### src/hdl/pic_pkg.sv
// Shared definitions for the interrupt controller
// Level counts, bus cycle and configuration structs, command word views
// and conversions between level numbers and one-hot level vectors

package pic_pkg;

    localparam int IRQ_COUNT    = 8;
    localparam int IRQ_ID_WIDTH = 3;

    typedef logic [IRQ_COUNT-1:0]    irq_vec_t;
    typedef logic [IRQ_ID_WIDTH-1:0] irq_id_t;

    // One CPU bus cycle, strobes last a single clock
    typedef struct packed {
        logic       write;
        logic       read;
        logic       a0;
        logic [7:0] data;
    } pic_bus_t;

    // ICW1 layout, address bits and ADI unused in 8086 mode
    typedef struct packed {
        logic [2:0] reserved_hi;
        logic       select;
        logic       ltim;
        logic       reserved_adi;
        logic       sngl;
        logic       ic4;
    } icw1_t;

    typedef struct packed {
        logic [2:0] eoi_code;
        logic [1:0] select;
        irq_id_t    level;
    } ocw2_t;

    // Special mask bits D6-D5 are not supported
    typedef struct packed {
        logic       reserved_d7;
        logic [1:0] reserved_smm;
        logic [1:0] select;
        logic       poll;
        logic       read_enable;
        logic       read_isr;
    } ocw3_t;

    typedef union packed {
        icw1_t      icw1;
        ocw2_t      ocw2;
        ocw3_t      ocw3;
        logic [7:0] raw;
    } cmd_word_u;

    typedef struct packed {
        logic       level_triggered;
        logic       auto_eoi;
        logic [4:0] vector_base;
        logic       read_isr;
    } pic_cfg_t;

    typedef struct packed {
        logic    valid;
        logic    specific;
        irq_id_t level;
    } eoi_cmd_t;

    localparam logic [2:0] OCW2_NONSPECIFIC_EOI = 3'b001;
    localparam logic [2:0] OCW2_SPECIFIC_EOI    = 3'b011;

    function automatic irq_vec_t level_to_bit(input irq_id_t level);
        return irq_vec_t'(1) << level;
    endfunction

    // Lowest set bit wins, level 0 is the highest priority
    function automatic irq_id_t bit_to_level(input irq_vec_t bits);
        irq_id_t level;
        level = '0;
        for (int i = IRQ_COUNT - 1; i >= 0; i--) begin
            if (bits[i]) begin
                level = irq_id_t'(i);
            end
        end
        return level;
    endfunction

endpackage
### src/hdl/pic_controller.sv
// Top level of the single mode 8086 interrupt controller
// Connects the command decoder, priority service and acknowledge sequencer

`timescale 1ns/1ns

module pic_controller (
    input  logic                clock,
    input  logic                reset,
    input  pic_pkg::pic_bus_t   bus,
    input  pic_pkg::irq_vec_t   interrupt_request,
    input  logic                interrupt_acknowledge_n,
    output logic                interrupt_to_cpu,
    output logic [7:0]          read_data,
    output logic                read_data_valid
);

    pic_pkg::pic_cfg_t cfg;
    pic_pkg::irq_vec_t mask;
    pic_pkg::eoi_cmd_t eoi;
    logic              init;
    logic              poll_cmd;
    pic_pkg::irq_vec_t irr;
    pic_pkg::irq_vec_t isr;
    logic              request_pending;
    pic_pkg::irq_id_t  service_level;
    logic              take;
    logic              service_done;

    pic_command_decoder u_command_decoder (
        .clock    (clock),
        .reset    (reset),
        .bus      (bus),
        .cfg      (cfg),
        .mask     (mask),
        .eoi      (eoi),
        .init     (init),
        .poll_cmd (poll_cmd)
    );

    pic_priority_service u_priority_service (
        .clock             (clock),
        .reset             (reset),
        .interrupt_request (interrupt_request),
        .cfg               (cfg),
        .mask              (mask),
        .eoi               (eoi),
        .init              (init),
        .take              (take),
        .service_done      (service_done),
        .irr               (irr),
        .isr               (isr),
        .request_pending   (request_pending),
        .service_level     (service_level)
    );

    pic_ack_sequencer u_ack_sequencer (
        .clock                   (clock),
        .reset                   (reset),
        .bus                     (bus),
        .interrupt_acknowledge_n (interrupt_acknowledge_n),
        .cfg                     (cfg),
        .mask                    (mask),
        .irr                     (irr),
        .isr                     (isr),
        .request_pending         (request_pending),
        .service_level           (service_level),
        .init                    (init),
        .poll_cmd                (poll_cmd),
        .take                    (take),
        .service_done            (service_done),
        .interrupt_to_cpu        (interrupt_to_cpu),
        .read_data               (read_data),
        .read_data_valid         (read_data_valid)
    );

endmodule

### src/hdl/pic_ack_sequencer.sv
// CPU facing side of the interrupt controller
// Two pulse 8086 acknowledge and poll sequencing, INT output,
// and the read data multiplexer for vector, poll word and registers

`timescale 1ns/1ns

module pic_ack_sequencer (
    input  logic                clock,
    input  logic                reset,
    input  pic_pkg::pic_bus_t   bus,
    input  logic                interrupt_acknowledge_n,
    input  pic_pkg::pic_cfg_t   cfg,
    input  pic_pkg::irq_vec_t   mask,
    input  pic_pkg::irq_vec_t   irr,
    input  pic_pkg::irq_vec_t   isr,
    input  logic                request_pending,
    input  pic_pkg::irq_id_t    service_level,
    input  logic                init,
    input  logic                poll_cmd,
    output logic                take,
    output logic                service_done,
    output logic                interrupt_to_cpu,
    output logic [7:0]          read_data,
    output logic                read_data_valid
);

    typedef enum logic [1:0] {
        SEQ_READY,
        SEQ_ACK1,
        SEQ_ACK2,
        SEQ_POLL
    } seq_state_t;

    seq_state_t seq_state;
    seq_state_t next_state;
    logic       prev_ack_n;
    logic       ack_fall;
    logic       ack_rise;
    logic       poll_hit;
    logic [7:0] next_read_data;
    logic       next_read_valid;

    always_ff @(posedge clock) begin
        if (reset) begin
            prev_ack_n <= 1'b1;
        end else begin
            prev_ack_n <= interrupt_acknowledge_n;
        end
    end

    assign ack_fall = prev_ack_n && !interrupt_acknowledge_n;
    assign ack_rise = !prev_ack_n && interrupt_acknowledge_n;

    always_comb begin
        next_state = seq_state;
        case (seq_state)
            SEQ_READY: begin
                if (poll_cmd) begin
                    next_state = SEQ_POLL;
                end else if (ack_fall) begin
                    next_state = SEQ_ACK1;
                end
            end
            SEQ_ACK1: begin
                // Second INTA pulse
                if (ack_fall) begin
                    next_state = SEQ_ACK2;
                end
            end
            SEQ_ACK2: begin
                if (ack_rise) begin
                    next_state = SEQ_READY;
                end
            end
            SEQ_POLL: begin
                if (bus.read) begin
                    next_state = SEQ_READY;
                end
            end
            default: begin
                next_state = SEQ_READY;
            end
        endcase
        if (init) begin
            next_state = SEQ_READY;
        end
    end

    assign take = (seq_state == SEQ_READY) && (poll_cmd || ack_fall)
                  && request_pending && !init;
    assign service_done = (seq_state == SEQ_ACK2) && ack_rise && !init;

    // Vector during the second pulse, otherwise the addressed register
    always_comb begin
        next_read_valid = 1'b0;
        next_read_data  = read_data;
        if (next_state == SEQ_ACK2) begin
            next_read_valid = 1'b1;
            next_read_data  = {cfg.vector_base, service_level};
        end else if (bus.read) begin
            next_read_valid = 1'b1;
            if (seq_state == SEQ_POLL) begin
                next_read_data = poll_hit ? {1'b1, 4'b0000, service_level} : 8'h00;
            end else if (bus.a0) begin
                next_read_data = mask;
            end else if (cfg.read_isr) begin
                next_read_data = isr;
            end else begin
                next_read_data = irr;
            end
        end
    end

    always_ff @(posedge clock) begin
        if (reset) begin
            seq_state        <= SEQ_READY;
            poll_hit         <= 1'b0;
            interrupt_to_cpu <= 1'b0;
            read_data_valid  <= 1'b0;
        end else begin
            seq_state       <= next_state;
            read_data_valid <= next_read_valid;
            if (init) begin
                poll_hit <= 1'b0;
            end else if ((seq_state == SEQ_READY) && poll_cmd) begin
                poll_hit <= take;
            end
            // INT held low through the acknowledge, follows pending when idle
            if (init || take) begin
                interrupt_to_cpu <= 1'b0;
            end else if (seq_state == SEQ_READY) begin
                interrupt_to_cpu <= request_pending;
            end
        end
    end

    always_ff @(posedge clock) begin
        read_data <= next_read_data;
    end

    // Register reads are single cycle; only the vector is held
    assert property (@(posedge clock) disable iff (reset)
        (read_data_valid && (seq_state != SEQ_ACK2))
        |=> (!read_data_valid || (seq_state == SEQ_ACK2)));

endmodule

### src/hdl/pic_priority_service.sv
// Request and service side of the interrupt controller
// Edge or level request detection, IRR and ISR registers,
// fixed fully nested priority resolution and end of interrupt handling

`timescale 1ns/1ns

module pic_priority_service (
    input  logic                clock,
    input  logic                reset,
    input  pic_pkg::irq_vec_t   interrupt_request,
    input  pic_pkg::pic_cfg_t   cfg,
    input  pic_pkg::irq_vec_t   mask,
    input  pic_pkg::eoi_cmd_t   eoi,
    input  logic                init,
    input  logic                take,
    input  logic                service_done,
    output pic_pkg::irq_vec_t   irr,
    output pic_pkg::irq_vec_t   isr,
    output logic                request_pending,
    output pic_pkg::irq_id_t    service_level
);

    pic_pkg::irq_vec_t prev_request;
    pic_pkg::irq_vec_t edge_request;
    pic_pkg::irq_vec_t masked_irr;
    pic_pkg::irq_vec_t isr_top;
    pic_pkg::irq_vec_t above_isr;
    pic_pkg::irq_vec_t eligible;
    pic_pkg::irq_id_t  winner;
    pic_pkg::irq_vec_t take_bit;
    pic_pkg::irq_vec_t eoi_clear;
    pic_pkg::irq_vec_t auto_clear;

    always_ff @(posedge clock) begin
        if (reset) begin
            prev_request <= '0;
        end else begin
            prev_request <= interrupt_request;
        end
    end

    assign edge_request = interrupt_request & ~prev_request;

    // Highest priority level currently in service, one-hot
    assign isr_top   = isr & (~isr + 1'b1);
    // Levels allowed to nest above it
    assign above_isr = (isr == '0) ? '1 : (isr_top - 1'b1);

    assign masked_irr      = irr & ~mask;
    assign eligible        = masked_irr & above_isr;
    assign request_pending = eligible != '0;
    assign winner          = pic_pkg::bit_to_level(eligible);

    assign take_bit = take ? pic_pkg::level_to_bit(winner) : '0;

    always_comb begin
        if (!eoi.valid) begin
            eoi_clear = '0;
        end else if (eoi.specific) begin
            eoi_clear = pic_pkg::level_to_bit(eoi.level);
        end else begin
            eoi_clear = isr_top;
        end
    end

    assign auto_clear = (service_done && cfg.auto_eoi)
                        ? pic_pkg::level_to_bit(service_level) : '0;

    // Level mode tracks the line, edge mode latches until taken
    always_ff @(posedge clock) begin
        if (reset || init) begin
            irr <= '0;
        end else if (cfg.level_triggered) begin
            irr <= interrupt_request & ~take_bit;
        end else begin
            irr <= (irr | edge_request) & ~take_bit;
        end
    end

    always_ff @(posedge clock) begin
        if (reset || init) begin
            isr <= '0;
        end else begin
            isr <= (isr & ~(eoi_clear | auto_clear)) | take_bit;
        end
    end

    always_ff @(posedge clock) begin
        if (take) begin
            service_level <= winner;
        end
    end

    // The sequencer only takes a request that the resolver offers
    assert property (@(posedge clock) disable iff (reset)
        take |-> request_pending);

endmodule

### src/hdl/pic_command_decoder.sv
// Command write side of the interrupt controller
// Sequences ICW1, ICW2, ICW3 and ICW4, then decodes OCW1, OCW2 and OCW3
// Holds configuration and mask, emits eoi, init and poll pulses

`timescale 1ns/1ns

module pic_command_decoder (
    input  logic                clock,
    input  logic                reset,
    input  pic_pkg::pic_bus_t   bus,
    output pic_pkg::pic_cfg_t   cfg,
    output pic_pkg::irq_vec_t   mask,
    output pic_pkg::eoi_cmd_t   eoi,
    output logic                init,
    output logic                poll_cmd
);

    typedef enum logic [1:0] {
        CMD_READY,
        CMD_ICW2,
        CMD_ICW3,
        CMD_ICW4
    } cmd_state_t;

    cmd_state_t         cmd_state;
    pic_pkg::cmd_word_u word;
    logic               single_mode;
    logic               icw4_needed;
    logic               write_icw1;
    logic               write_init_word;
    logic               write_ocw1;
    logic               write_ocw2;
    logic               write_ocw3;
    logic               eoi_supported;

    assign word.raw = bus.data;

    // ICW1 is recognised in any state
    assign write_icw1      = bus.write && !bus.a0 && word.icw1.select;
    assign write_init_word = bus.write && bus.a0 && (cmd_state != CMD_READY);
    assign write_ocw1      = bus.write && bus.a0 && (cmd_state == CMD_READY);
    assign write_ocw2      = bus.write && !bus.a0 && (cmd_state == CMD_READY)
                             && (word.ocw2.select == 2'b00);
    assign write_ocw3      = bus.write && !bus.a0 && (cmd_state == CMD_READY)
                             && (word.ocw3.select == 2'b01);

    assign eoi_supported = (word.ocw2.eoi_code == pic_pkg::OCW2_NONSPECIFIC_EOI)
                           || (word.ocw2.eoi_code == pic_pkg::OCW2_SPECIFIC_EOI);

    // Initialization sequence, ICW3 only consumed
    always_ff @(posedge clock) begin
        if (reset) begin
            cmd_state   <= CMD_READY;
            single_mode <= 1'b1;
            icw4_needed <= 1'b0;
        end else if (write_icw1) begin
            cmd_state   <= CMD_ICW2;
            single_mode <= word.icw1.sngl;
            icw4_needed <= word.icw1.ic4;
        end else if (write_init_word) begin
            case (cmd_state)
                CMD_ICW2: begin
                    if (!single_mode) begin
                        cmd_state <= CMD_ICW3;
                    end else if (icw4_needed) begin
                        cmd_state <= CMD_ICW4;
                    end else begin
                        cmd_state <= CMD_READY;
                    end
                end
                CMD_ICW3: begin
                    cmd_state <= icw4_needed ? CMD_ICW4 : CMD_READY;
                end
                default: begin
                    cmd_state <= CMD_READY;
                end
            endcase
        end
    end

    always_ff @(posedge clock) begin
        if (reset) begin
            cfg <= '0;
        end else if (write_icw1) begin
            cfg.level_triggered <= word.icw1.ltim;
            cfg.auto_eoi        <= 1'b0;
            cfg.vector_base     <= '0;
            cfg.read_isr        <= 1'b0;
        end else if (write_init_word && (cmd_state == CMD_ICW2)) begin
            cfg.vector_base <= word.raw[7:3];
        end else if (write_init_word && (cmd_state == CMD_ICW4)) begin
            cfg.auto_eoi <= word.raw[1];
        end else if (write_ocw3 && word.ocw3.read_enable) begin
            cfg.read_isr <= word.ocw3.read_isr;
        end
    end

    // Everything masked until software says otherwise
    always_ff @(posedge clock) begin
        if (reset || write_icw1) begin
            mask <= '1;
        end else if (write_ocw1) begin
            mask <= word.raw;
        end
    end

    always_ff @(posedge clock) begin
        if (reset) begin
            eoi      <= '0;
            init     <= 1'b0;
            poll_cmd <= 1'b0;
        end else begin
            init         <= write_icw1;
            poll_cmd     <= write_ocw3 && word.ocw3.poll;
            eoi.valid    <= write_ocw2 && eoi_supported;
            eoi.specific <= word.ocw2.eoi_code == pic_pkg::OCW2_SPECIFIC_EOI;
            eoi.level    <= word.ocw2.level;
        end
    end

    // Operation commands only once initialization has finished
    assert property (@(posedge clock) disable iff (reset)
        (eoi.valid || poll_cmd) |-> (cmd_state == CMD_READY));

endmodule

### config.mk
export PLATFORM = sky130hd
export DESIGN_NAME = pic_controller
export DESIGN_NICKNAME = d
export VERILOG_FILES = /design/src/hdl/pic_pkg.sv /design/src/hdl/pic_controller.sv /design/src/hdl/pic_ack_sequencer.sv /design/src/hdl/pic_priority_service.sv /design/src/hdl/pic_command_decoder.sv
export SDC_FILE = /design/constraint.sdc
export NUM_CORES = 1
export LEC_CHECK = 0
export ABC_CLOCK_PERIOD_IN_PS = 2000
export CORE_MARGIN = 5
export CORE_UTILIZATION = 55
export CTS_BUF_LIST = sky130_fd_sc_hd__clkbuf_2 sky130_fd_sc_hd__clkbuf_4 sky130_fd_sc_hd__clkbuf_8
export DETAILED_ROUTE_END_ITERATION = 10
export DONT_BUFFER_PORTS = 1
export GPL_TIMING_DRIVEN = 0
export PLACE_DENSITY = 0.7
export SYNTH_ARGS = -nofsm -noshare
export SYNTH_HDL_FRONTEND = slang
export SYNTH_SLANG_ARGS = --single-unit
export TNS_END_PERCENT = 1
### constraint.sdc
create_clock -name clock -period 2 [get_ports clock]
set_input_delay 0.2 -clock clock [delete_from_list [all_inputs] [get_ports clock]]
set_output_delay 0.2 -clock clock [all_outputs]
set_load 0.02 [all_outputs]
After elaboration in Yosys (flattened, before gate mapping)
Index checks and enable logic that the tools add are counted.
- flip-flop bits (word level): 68
- latch bits: 0
- memory bits (writable): 0
- ROM bits: 0
- output and inout bits: 10
- logic and storage cells: 134
- memories kept: 0
- add/subtract/negate cells: 2
- multipliers: 0
- div/mod/pow operators: 0
- $lt $le $gt $ge: 0
- equal/unequal tests: 10
- shift-type cells: 3
- mux-type cells: 34
- bitwise operators: 17
- reductions and logical operators: 44
- operator list (operator ; count):
    $mux W8 ; 12
    $and A8 B8 Y8 ; 7
    $not A8 Y8 ; 5
    $mux W3 ; 8
    $or A8 B8 Y8 ; 3
    $shl A1 B3 Y8 const A ; 3
    $logic_and A1 B1 Y1 ; 22
    $mux W2 ; 8
    $eq A2 B2 Y1 const B ; 5
    $add A8 B1 Y8 const B ; 1
    $logic_not A8 Y1 ; 1
    $pmux W2 S4 ; 1
    $reduce_bool A8 Y1 ; 1
    $sub A8 B1 Y8 const B ; 1
    $eq A2 B1 Y1 const B ; 3
    $logic_not A2 Y1 ; 3
    $reduce_bool A2 Y1 ; 3
    $reduce_or A2 Y1 ; 3
    $logic_or A1 B1 Y1 ; 5
    $logic_not A1 Y1 ; 4
    $mux W1 ; 4
    $pmux W2 S2 ; 1
    $eq A3 B1 Y1 const B ; 1
    $eq A3 B2 Y1 const B ; 1
    3 further kinds ; 4

Depth between registers and ports, before layout
Gate-level depths: netlist of the first run.
- word-level depth: 19
- depth in mapped cells: 7

Hierarchy
Synthesis of the first run repeated with hierarchy kept, for this count alone.
- cells, all modules: 381
- area, all modules: 3453.3 µm²
- by module, submodules not included (module ; instances ; cells each ; area each (µm²)):
    pic_priority_service ; 1 ; 164 ; 1425.1
    pic_command_decoder ; 1 ; 121 ; 1079.8
    pic_ack_sequencer ; 1 ; 96 ; 948.4

Worst setup path before layout of the first run
Ideal clock, no wire load.
- path kind: register to register
- start point: reg u_priority_service.isr[1]
- end point: reg u_priority_service.irr[7]
- arrival time: 1921 ps
- required time: 1884 ps
- setup slack: -37 ps
- stages on the path, launching flop included: 7
- clock period less this slack: 2037 ps
- path through: dfxtp_1 -> buf_6 -> or4_4 -> nor4_2 -> a31oi_1 -> or4_1 -> and3_1
- cells in the longest elaborated chain, start to end: 19
- elaborated cells on any way between the ends: 24
- ends and longest elaborated chain (item ; RTL line ; text):
    from (decl) ; pic_priority_service.sv:18 ; output pic_pkg::irq_vec_t isr,
    from (signal assigned) ; pic_priority_service.sv:84 ; isr <= (isr & ~(eoi_clear | auto_clear)) | take_bit;
    $not A8 Y8 ; pic_priority_service.sv:45 ; assign isr_top = isr & (~isr + 1'b1);
    $add A8 B1 Y8 ; pic_priority_service.sv:45 ;
    $and A8 B8 Y8 ; pic_priority_service.sv:45 ;
    $sub A8 B1 Y8 ; pic_priority_service.sv:47 ; assign above_isr = (isr == '0) ? '1 : (isr_top - 1'b1);
    $mux W8 (*) ; pic_priority_service.sv:47 ;
    $and A8 B8 Y8 (*) ; pic_priority_service.sv:50 ; assign eligible = masked_irr & above_isr;
    $mux W3 (8 in a row) ; pic_pkg.sv:79 ; if (bits[i]) begin
    $shl A1 B3 Y8 ; pic_pkg.sv:71 ; return irq_vec_t'(1) << level;
    $mux W8 (*) ; pic_priority_service.sv:54 ; assign take_bit = take ? pic_pkg::level_to_bit(winner) : '0;
    $not A8 Y8 (*) ; pic_priority_service.sv:74, pic_priority_service.sv:76 ;
    $and A8 B8 Y8, on equally long branches ; pic_priority_service.sv:76, pic_priority_service.sv:74 ;
    $mux W8 (*) ; pic_priority_service.sv:73 ; end else if (cfg.level_triggered) begin
    to (signal assigned) ; pic_priority_service.sv:74 ; irr <= interrupt_request & ~take_bit;
    to (signal assigned) ; pic_priority_service.sv:76 ; irr <= (irr | edge_request) & ~take_bit;
    to (decl) ; pic_priority_service.sv:17 ; output pic_pkg::irq_vec_t irr,
Every way passes the cells marked *; elsewhere a longest branch is shown, timed or not.
A chain may end at the register's enable or synchronous reset.

Final worst setup path of the first run
- start point: reg u_priority_service.isr[3]
- end point: reg u_priority_service.irr[7]
Same word-level chain as after synthesis.

==> results of run 1 <==
==> synthesized netlist by cell type, types with 3 or more instances <==
library cell / instances / share of area (%)
a21oi_1: 26 / 4.0
nand2_1: 51 / 5.9
o21ai_0: 14 / 2.1
nor2b_1: 14 / 2.7
nor3_1: 6 / 0.92
o311ai_0: 4 / 1.1
inv_1: 14 / 1.6
clkbuf_1: 13 / 1.5
nor4bb_1: 3 / 0.92
o31ai_1: 5 / 1.1
dfxtp_1: 57 / 35
mux2i_1: 13 / 4.0
nand2b_1: 6 / 1.1
and2b_2: 4 / 1.1
and3_1: 8 / 1.5
o22ai_1: 5 / 0.96
a22o_1: 4 / 1.1
or2_2: 5 / 0.96
ha_1: 4 / 1.5
nor4b_1: 4 / 1.1
nand3_1: 20 / 3.1
a21boi_0: 4 / 0.92
nor2_1: 25 / 2.9
edfxtp_1: 11 / 10
==> path summary, 6_finish.rpt <==
check | startpoint | to | cells past startpoint
worst max register to register | u_priority_service.isr[3] | u_priority_service.irr[7] | 5
worst max-delay path | u_priority_service.isr[3] | u_priority_service.irr[7] | 5
worst min-delay path | bus[2] | u_command_decoder.eoi[2] | 1
worst min register to register | u_command_decoder.cfg[4] | u_command_decoder.cfg[4] | 2
==> registers in the layout (all words and copies together) (netlist names) <==
signal and count:
u_ack_sequencer.interrupt_to_cpu 1, u_ack_sequencer.poll_hit 1, u_ack_sequencer.prev_ack_n 1, u_ack_sequencer.read_data 8, u_ack_sequencer.read_data_valid 1, u_ack_sequencer.seq_state 2
u_command_decoder.cfg 8, u_command_decoder.cmd_state 2, u_command_decoder.eoi 5, u_command_decoder.icw4_needed 1, u_command_decoder.init 1, u_command_decoder.mask 8
u_command_decoder.poll_cmd 1, u_command_decoder.single_mode 1, u_priority_service.irr 8, u_priority_service.isr 8, u_priority_service.prev_request 8, u_priority_service.service_level 3
==> critical path: stages (launching register included) <==
cell and delay, ns:
dfxtp_2 0.36, or4_4 0.59, nor4_4 0.14, a31oi_1 0.16
or4_4 0.58, and3_1 0.18
==> cells by family after synthesis <==
logic type	Yosys count	share of synthesized area, %
AO/OA/AOI/OAI	88	18.1
AND/OR/NAND/NOR	163	26.5
adder cells (fa/ha/maj)	4	1.53
multiplexers	14	4.33
flip-flops	68	45.1
buffers and inverters	32	4.45
==> power by group <==
| group | internal (mW) | switching [mW] | leakage (nW) |
|---|---|---|---|
| clock | 0.581 | 0.576 | 0.0958 |
| sequential | 1.48 | 0.0962 | 0.576 |
| combinational | 0.171 | 0.209 | 0.808 |
| total | 2.24 | 0.881 | 1.48 |
==> stage by stage <==
step,TNS [ns],utilization (%),power (mW),area (um2),cells
final,-0.415,66.1,3.12,3870,483
after global routing,-1.50,66.1,3.23,3870,483
after CTS,-0.113,65.1,3.10,3810,483
after detailed placement,-1.46,57.4,1.93,3360,444
after global placement,-1.62,57.4,1.92,3360,444
after floorplan,0,-,1.84,3260,369
==> cell type report <==
class / instances / area [um2]
Clock inverter: 7 / 76.3
Buffer: 18 / 95.1
Sequential cell: 68 / 1470
Multi-Input combinational cell: 269 / 1730
Fill cell: 465 / 1980
Inverter: 14 / 52.6
Timing Repair Buffer: 23 / 223
Tap cell: 75 / 93.8
Clock buffer: 9 / 124
==> metal layers <==
| metal | part of all wire, % | global-route usage, % |
|---|---|---|
| met5 | 0 | 0 |
| met4 | 1.5 | 9.77 |
| met3 | 7.6 | 5.20 |
| met2 | 47 | 38.0 |
| met1 | 44 | 32.6 |
==> what timing repair did <==
| action | in CTS | in global routing |
|---|---|---|
| endpoints found under the setup margin | 16 | 30 |
| hold buffers | 20 | 0 |
| resized for setup | 7 | 12 |
| pin swaps | 4 | 1 |
| cloned | 0 | 0 |
| hold endpoints to repair | 30 | 0 |
| buffers inserted | 3 | 0 |
==> results.sh, run 1 <==
export IMPL_path_class="reg -> reg"
export IMPL_root_buffer="clkbuf_8"
export IMPL_yosysSeqAreaShare_pct=45.1
export IMPL_grt_use_total_pct=24.3
export IMPL_num_antenna_cells=0
export IMPL_die_x_um=87.0
export IMPL_antenna_found_initial=0
export IMPL_dieHeight_um=87.0
export IMPL_routed_wl_um=8740
export IMPL_core_area_um2=5850
export IMPL_area_delta_synth_final_pct=18.5
export IMPL_p_per_area_nw_per_um2=806
export IMPL_timing_hold_ws_ns=0.0115
export IMPL_path_clk_slew_ns=0.08
export IMPL_cp_arrival_ns=2.38
export IMPL_rows=28
export IMPL_post_route_period_util_pct=106
export IMPL_cts_sinks=68
export IMPL_fmax_mhz=471
export IMPL_layout_drive_gt1_share_pct=13.7
export IMPL_cp_max_fo=5
export IMPL_final_cell_mix="55 x dfxtp_1, 51 x nand2_1, 26 x a21oi_1"
export IMPL_dp_slack_ns=-0.244
export IMPL_drt_initial_drc_count=278
export IMPL_synth_distinct_cells=60
export IMPL_synth_seq_cells=68
export IMPL_hold_viol=0
export IMPL_hpwlAfterDp_um=6100
export IMPL_synth_fp_nets=395
export IMPL_grt_pass1_vias=2786
export IMPL_floorplan_initialDensity_pct=55.8
export IMPL_drcViolationCount=1
export IMPL_skew_ns=0.00649
export IMPL_cts_buffer_depth=2
export IMPL_yosysWarnings=0
export IMPL_finalWorstSetupSlack_ns=-0.122
export IMPL_leakagePower_nw=1.48
export IMPL_syn_area_per_cell_um2=8.85
export IMPL_layout_min_cycle_time_ns=2.12
export IMPL_tightestPinTransition_ns=0.672
export IMPL_end_kind="flip-flop"
export IMPL_peakVddDrop_mv=0.488
export IMPL_cp_start_kind="flip-flop"
export IMPL_dieArea_um2=7580
export IMPL_maxSlewHeadroom_pct=54.6
export IMPL_reg2reg_slack_ns=-0.12
export IMPL_io_pins=32
export IMPL_first_pass_iters=9
export IMPL_cts_buffers=9
export IMPL_cp_required_ns=2.26
export IMPL_async_flop_share_pct=0
export IMPL_grt_pass1_wl_um=14000
export IMPL_maxSlewViolCount=0
export IMPL_synth_edf_count=11
export IMPL_violations="design-rule violations, negative setup slack"
export IMPL_hold_path_class="in -> reg"
export IMPL_setup_viol=8
export IMPL_numPortBuffers=0
export IMPL_antenna_left=0
export IMPL_vias_per_cell=6.04
export IMPL_ys_flop_type="dfxtp_1"
export IMPL_grt_max_degree=14
export IMPL_overflow=0
export IMPL_htree_levels=3
export IMPL_outcome="finished, violations left"
export IMPL_final_common_cell="dfxtp_1"
export IMPL_synth_cells=369
export IMPL_clk_latency_ns=0.35
export IMPL_final_nets=429
export IMPL_gp_congestion=0.915
export IMPL_vias=2916
export IMPL_cts_tree="done"
export IMPL_synth_area_um2=3260
export IMPL_drv_cap=0
export IMPL_wl_per_cell_um=18.1
export IMPL_rsz0062_at_grt="yes"
Note: power is estimated with default switching activity, not from simulation.
==> inputs of run 2 (changes only) <==
Settings changed: SKIP_LAST_GASP set to 1.
==> results.sh, run 2 (same netlist as run 1, synthesis figures left out) <==
export IMPL_outcome="finished, violations left"
export IMPL_violations="negative setup slack"
export IMPL_setup_viol=9
export IMPL_maxSlewHeadroom_pct=54.7
export IMPL_first_pass_iters=5
export IMPL_timing_rr_end="u_priority_service.irr[7]"
export IMPL_skew_ns=0.00920
export IMPL_utilization_pct=65.9
export IMPL_final_nets=429
export IMPL_reg2reg_depth=5
export IMPL_cp_required_ns=2.26
export IMPL_fmax_mhz=469
export IMPL_holdPathEnd="u_command_decoder.eoi[2]"
export IMPL_wl_per_cell_um=17.9
export IMPL_core_area_um2=5850
export IMPL_grt_pass1_vias=2786
export IMPL_post_route_period_util_pct=107
export IMPL_vias=2920
export IMPL_hpwlAfterDp_um=6100
export IMPL_vias_per_cell=6.05
export IMPL_p_per_area_nw_per_um2=807
export IMPL_cts_buffers=9
export IMPL_root_buffer="clkbuf_8"
export IMPL_area_delta_synth_final_pct=18.1
export IMPL_layout_drive_gt1_share_pct=13.5
export IMPL_drt_initial_drc_count=262
export IMPL_hold_path_class="in -> reg"
export IMPL_cp_max_fo=5
export IMPL_tightestPinTransition_ns=0.670
export IMPL_grt_use_total_pct=24.3
export IMPL_maxSlewViolCount=0
export IMPL_dpl_cell_area_um2=3360
export IMPL_finalWorstSetupSlack_ns=-0.134
export IMPL_path_clk_slew_ns=0.08
export IMPL_antenna_left=0
export IMPL_cts_buffer_depth=2
export IMPL_min_path_cells=1
export IMPL_routed_wl_um=8650
export IMPL_r2r_start="u_priority_service.isr[3]"
export IMPL_rows=28
export IMPL_overflow=0
export IMPL_reg2reg_slack_ns=-0.13
export IMPL_layout_min_cycle_time_ns=2.13
export IMPL_drv_cap=0
export IMPL_floorplan_initialDensity_pct=55.8
export IMPL_gp_congestion=0.915
export IMPL_dieArea_um2=7580
export IMPL_dieHeight_um=87.0
export IMPL_cts_sinks=68
export IMPL_htree_levels=3
export IMPL_rsz0062_at_grt="yes"
export IMPL_fin_area_um2=3850
export IMPL_path_class="reg -> reg"
export IMPL_numPortBuffers=0
export IMPL_cp_arrival_ns=2.39
export IMPL_worstHoldStart="bus[2]"
export IMPL_timing_hold_ws_ns=0.0110
export IMPL_antenna_found_initial=0
export IMPL_grt_max_degree=14
export IMPL_final_cell_mix="55 x dfxtp_1, 51 x nand2_1, 26 x a21oi_1"
export IMPL_drcViolationCount=0
export IMPL_cts_tree="done"
export IMPL_cp_start_kind="flip-flop"
export IMPL_finalSetupTns_ns=-0.432
export IMPL_clk_latency_ns=0.36
export IMPL_grt_pass1_wl_um=14000
export IMPL_leakagePower_nw=1.47
export IMPL_die_x_um=87.0
export IMPL_peakVddDrop_mv=0.487
export IMPL_num_antenna_cells=0
export IMPL_io_pins=32
export IMPL_final_common_cell="dfxtp_1"
export IMPL_hold_viol=0
export IMPL_end_kind="flip-flop"
==> run 2: cell counts in the layout (fill, tap and decap cells not counted) <==
Identical to the previous run, type by type.
==> run 2: layer usage <==
metal	GRT usage, %	vias up	wire [um]
met2	38.0	107	4000
li1	-	1401	-
met5	0	-	0
met3	5.20	17	558
met4	9.77	0	154
met1	32.6	1395	3940
==> run 2: cell type report <==
cell class,count,area [um2]
buffer,18,95.1
multi-input combinational,269,1720
fill,470,2000
clock buffer,9,124
inverter,14,52.6
timing repair buffer,23,223
sequential,68,1470
tap,75,93.8
clock inverter,7,76.3
==> run 2: worst max-delay path by stage <==
stage	depth (start not counted)	to	slack (ns)	from
after global placement	6	u_priority_service.irr[7]	-0.28	u_priority_service.isr[0]
after global routing	6	u_priority_service.irr[7]	-0.17	u_priority_service.isr[0]
after detailed placement	6	u_priority_service.irr[7]	-0.24	u_priority_service.isr[0]
final	5	u_priority_service.irr[7]	-0.13	u_priority_service.isr[3]
after CTS	5	u_priority_service.isr[7]	-0.06	u_priority_service.isr[3]
after floorplan	6	u_priority_service.isr[7]	0.01	u_priority_service.isr[1]
==> run 2: report_power, final <==
group          total [mW]  switching [mW]  internal, mW
combinational       0.376           0.207         0.169
sequential           1.58          0.0969          1.48
clock                1.15           0.574         0.581
total                3.11           0.878          2.23
==> run 2: stage by stage <==
stage,power (mW),worst slack [ns],instances
after floorplan,1.84,0.0132,369
after global placement,1.92,-0.282,444
after detailed placement,1.93,-0.244,444
after CTS,3.10,-0.0572,483
after global routing,3.22,-0.170,483
final,3.11,-0.134,483
==> run 2: worst max-delay path, stage by stage (launching register included) <==
cell and delay (ns):
dfxtp_2 0.36, or4_4 0.60, nor4_4 0.14, a31oi_1 0.17
or4_4 0.59, and3_1 0.18
==> run 2: repair_timing <==
item | in CTS | in global routing
hold buffers | 20 | 0
pin swaps | 4 | 1
buffers inserted | 3 | 0
resized for setup | 7 | 10
hold endpoints to repair | 30 | 0
endpoints found under the setup margin | 16 | 30
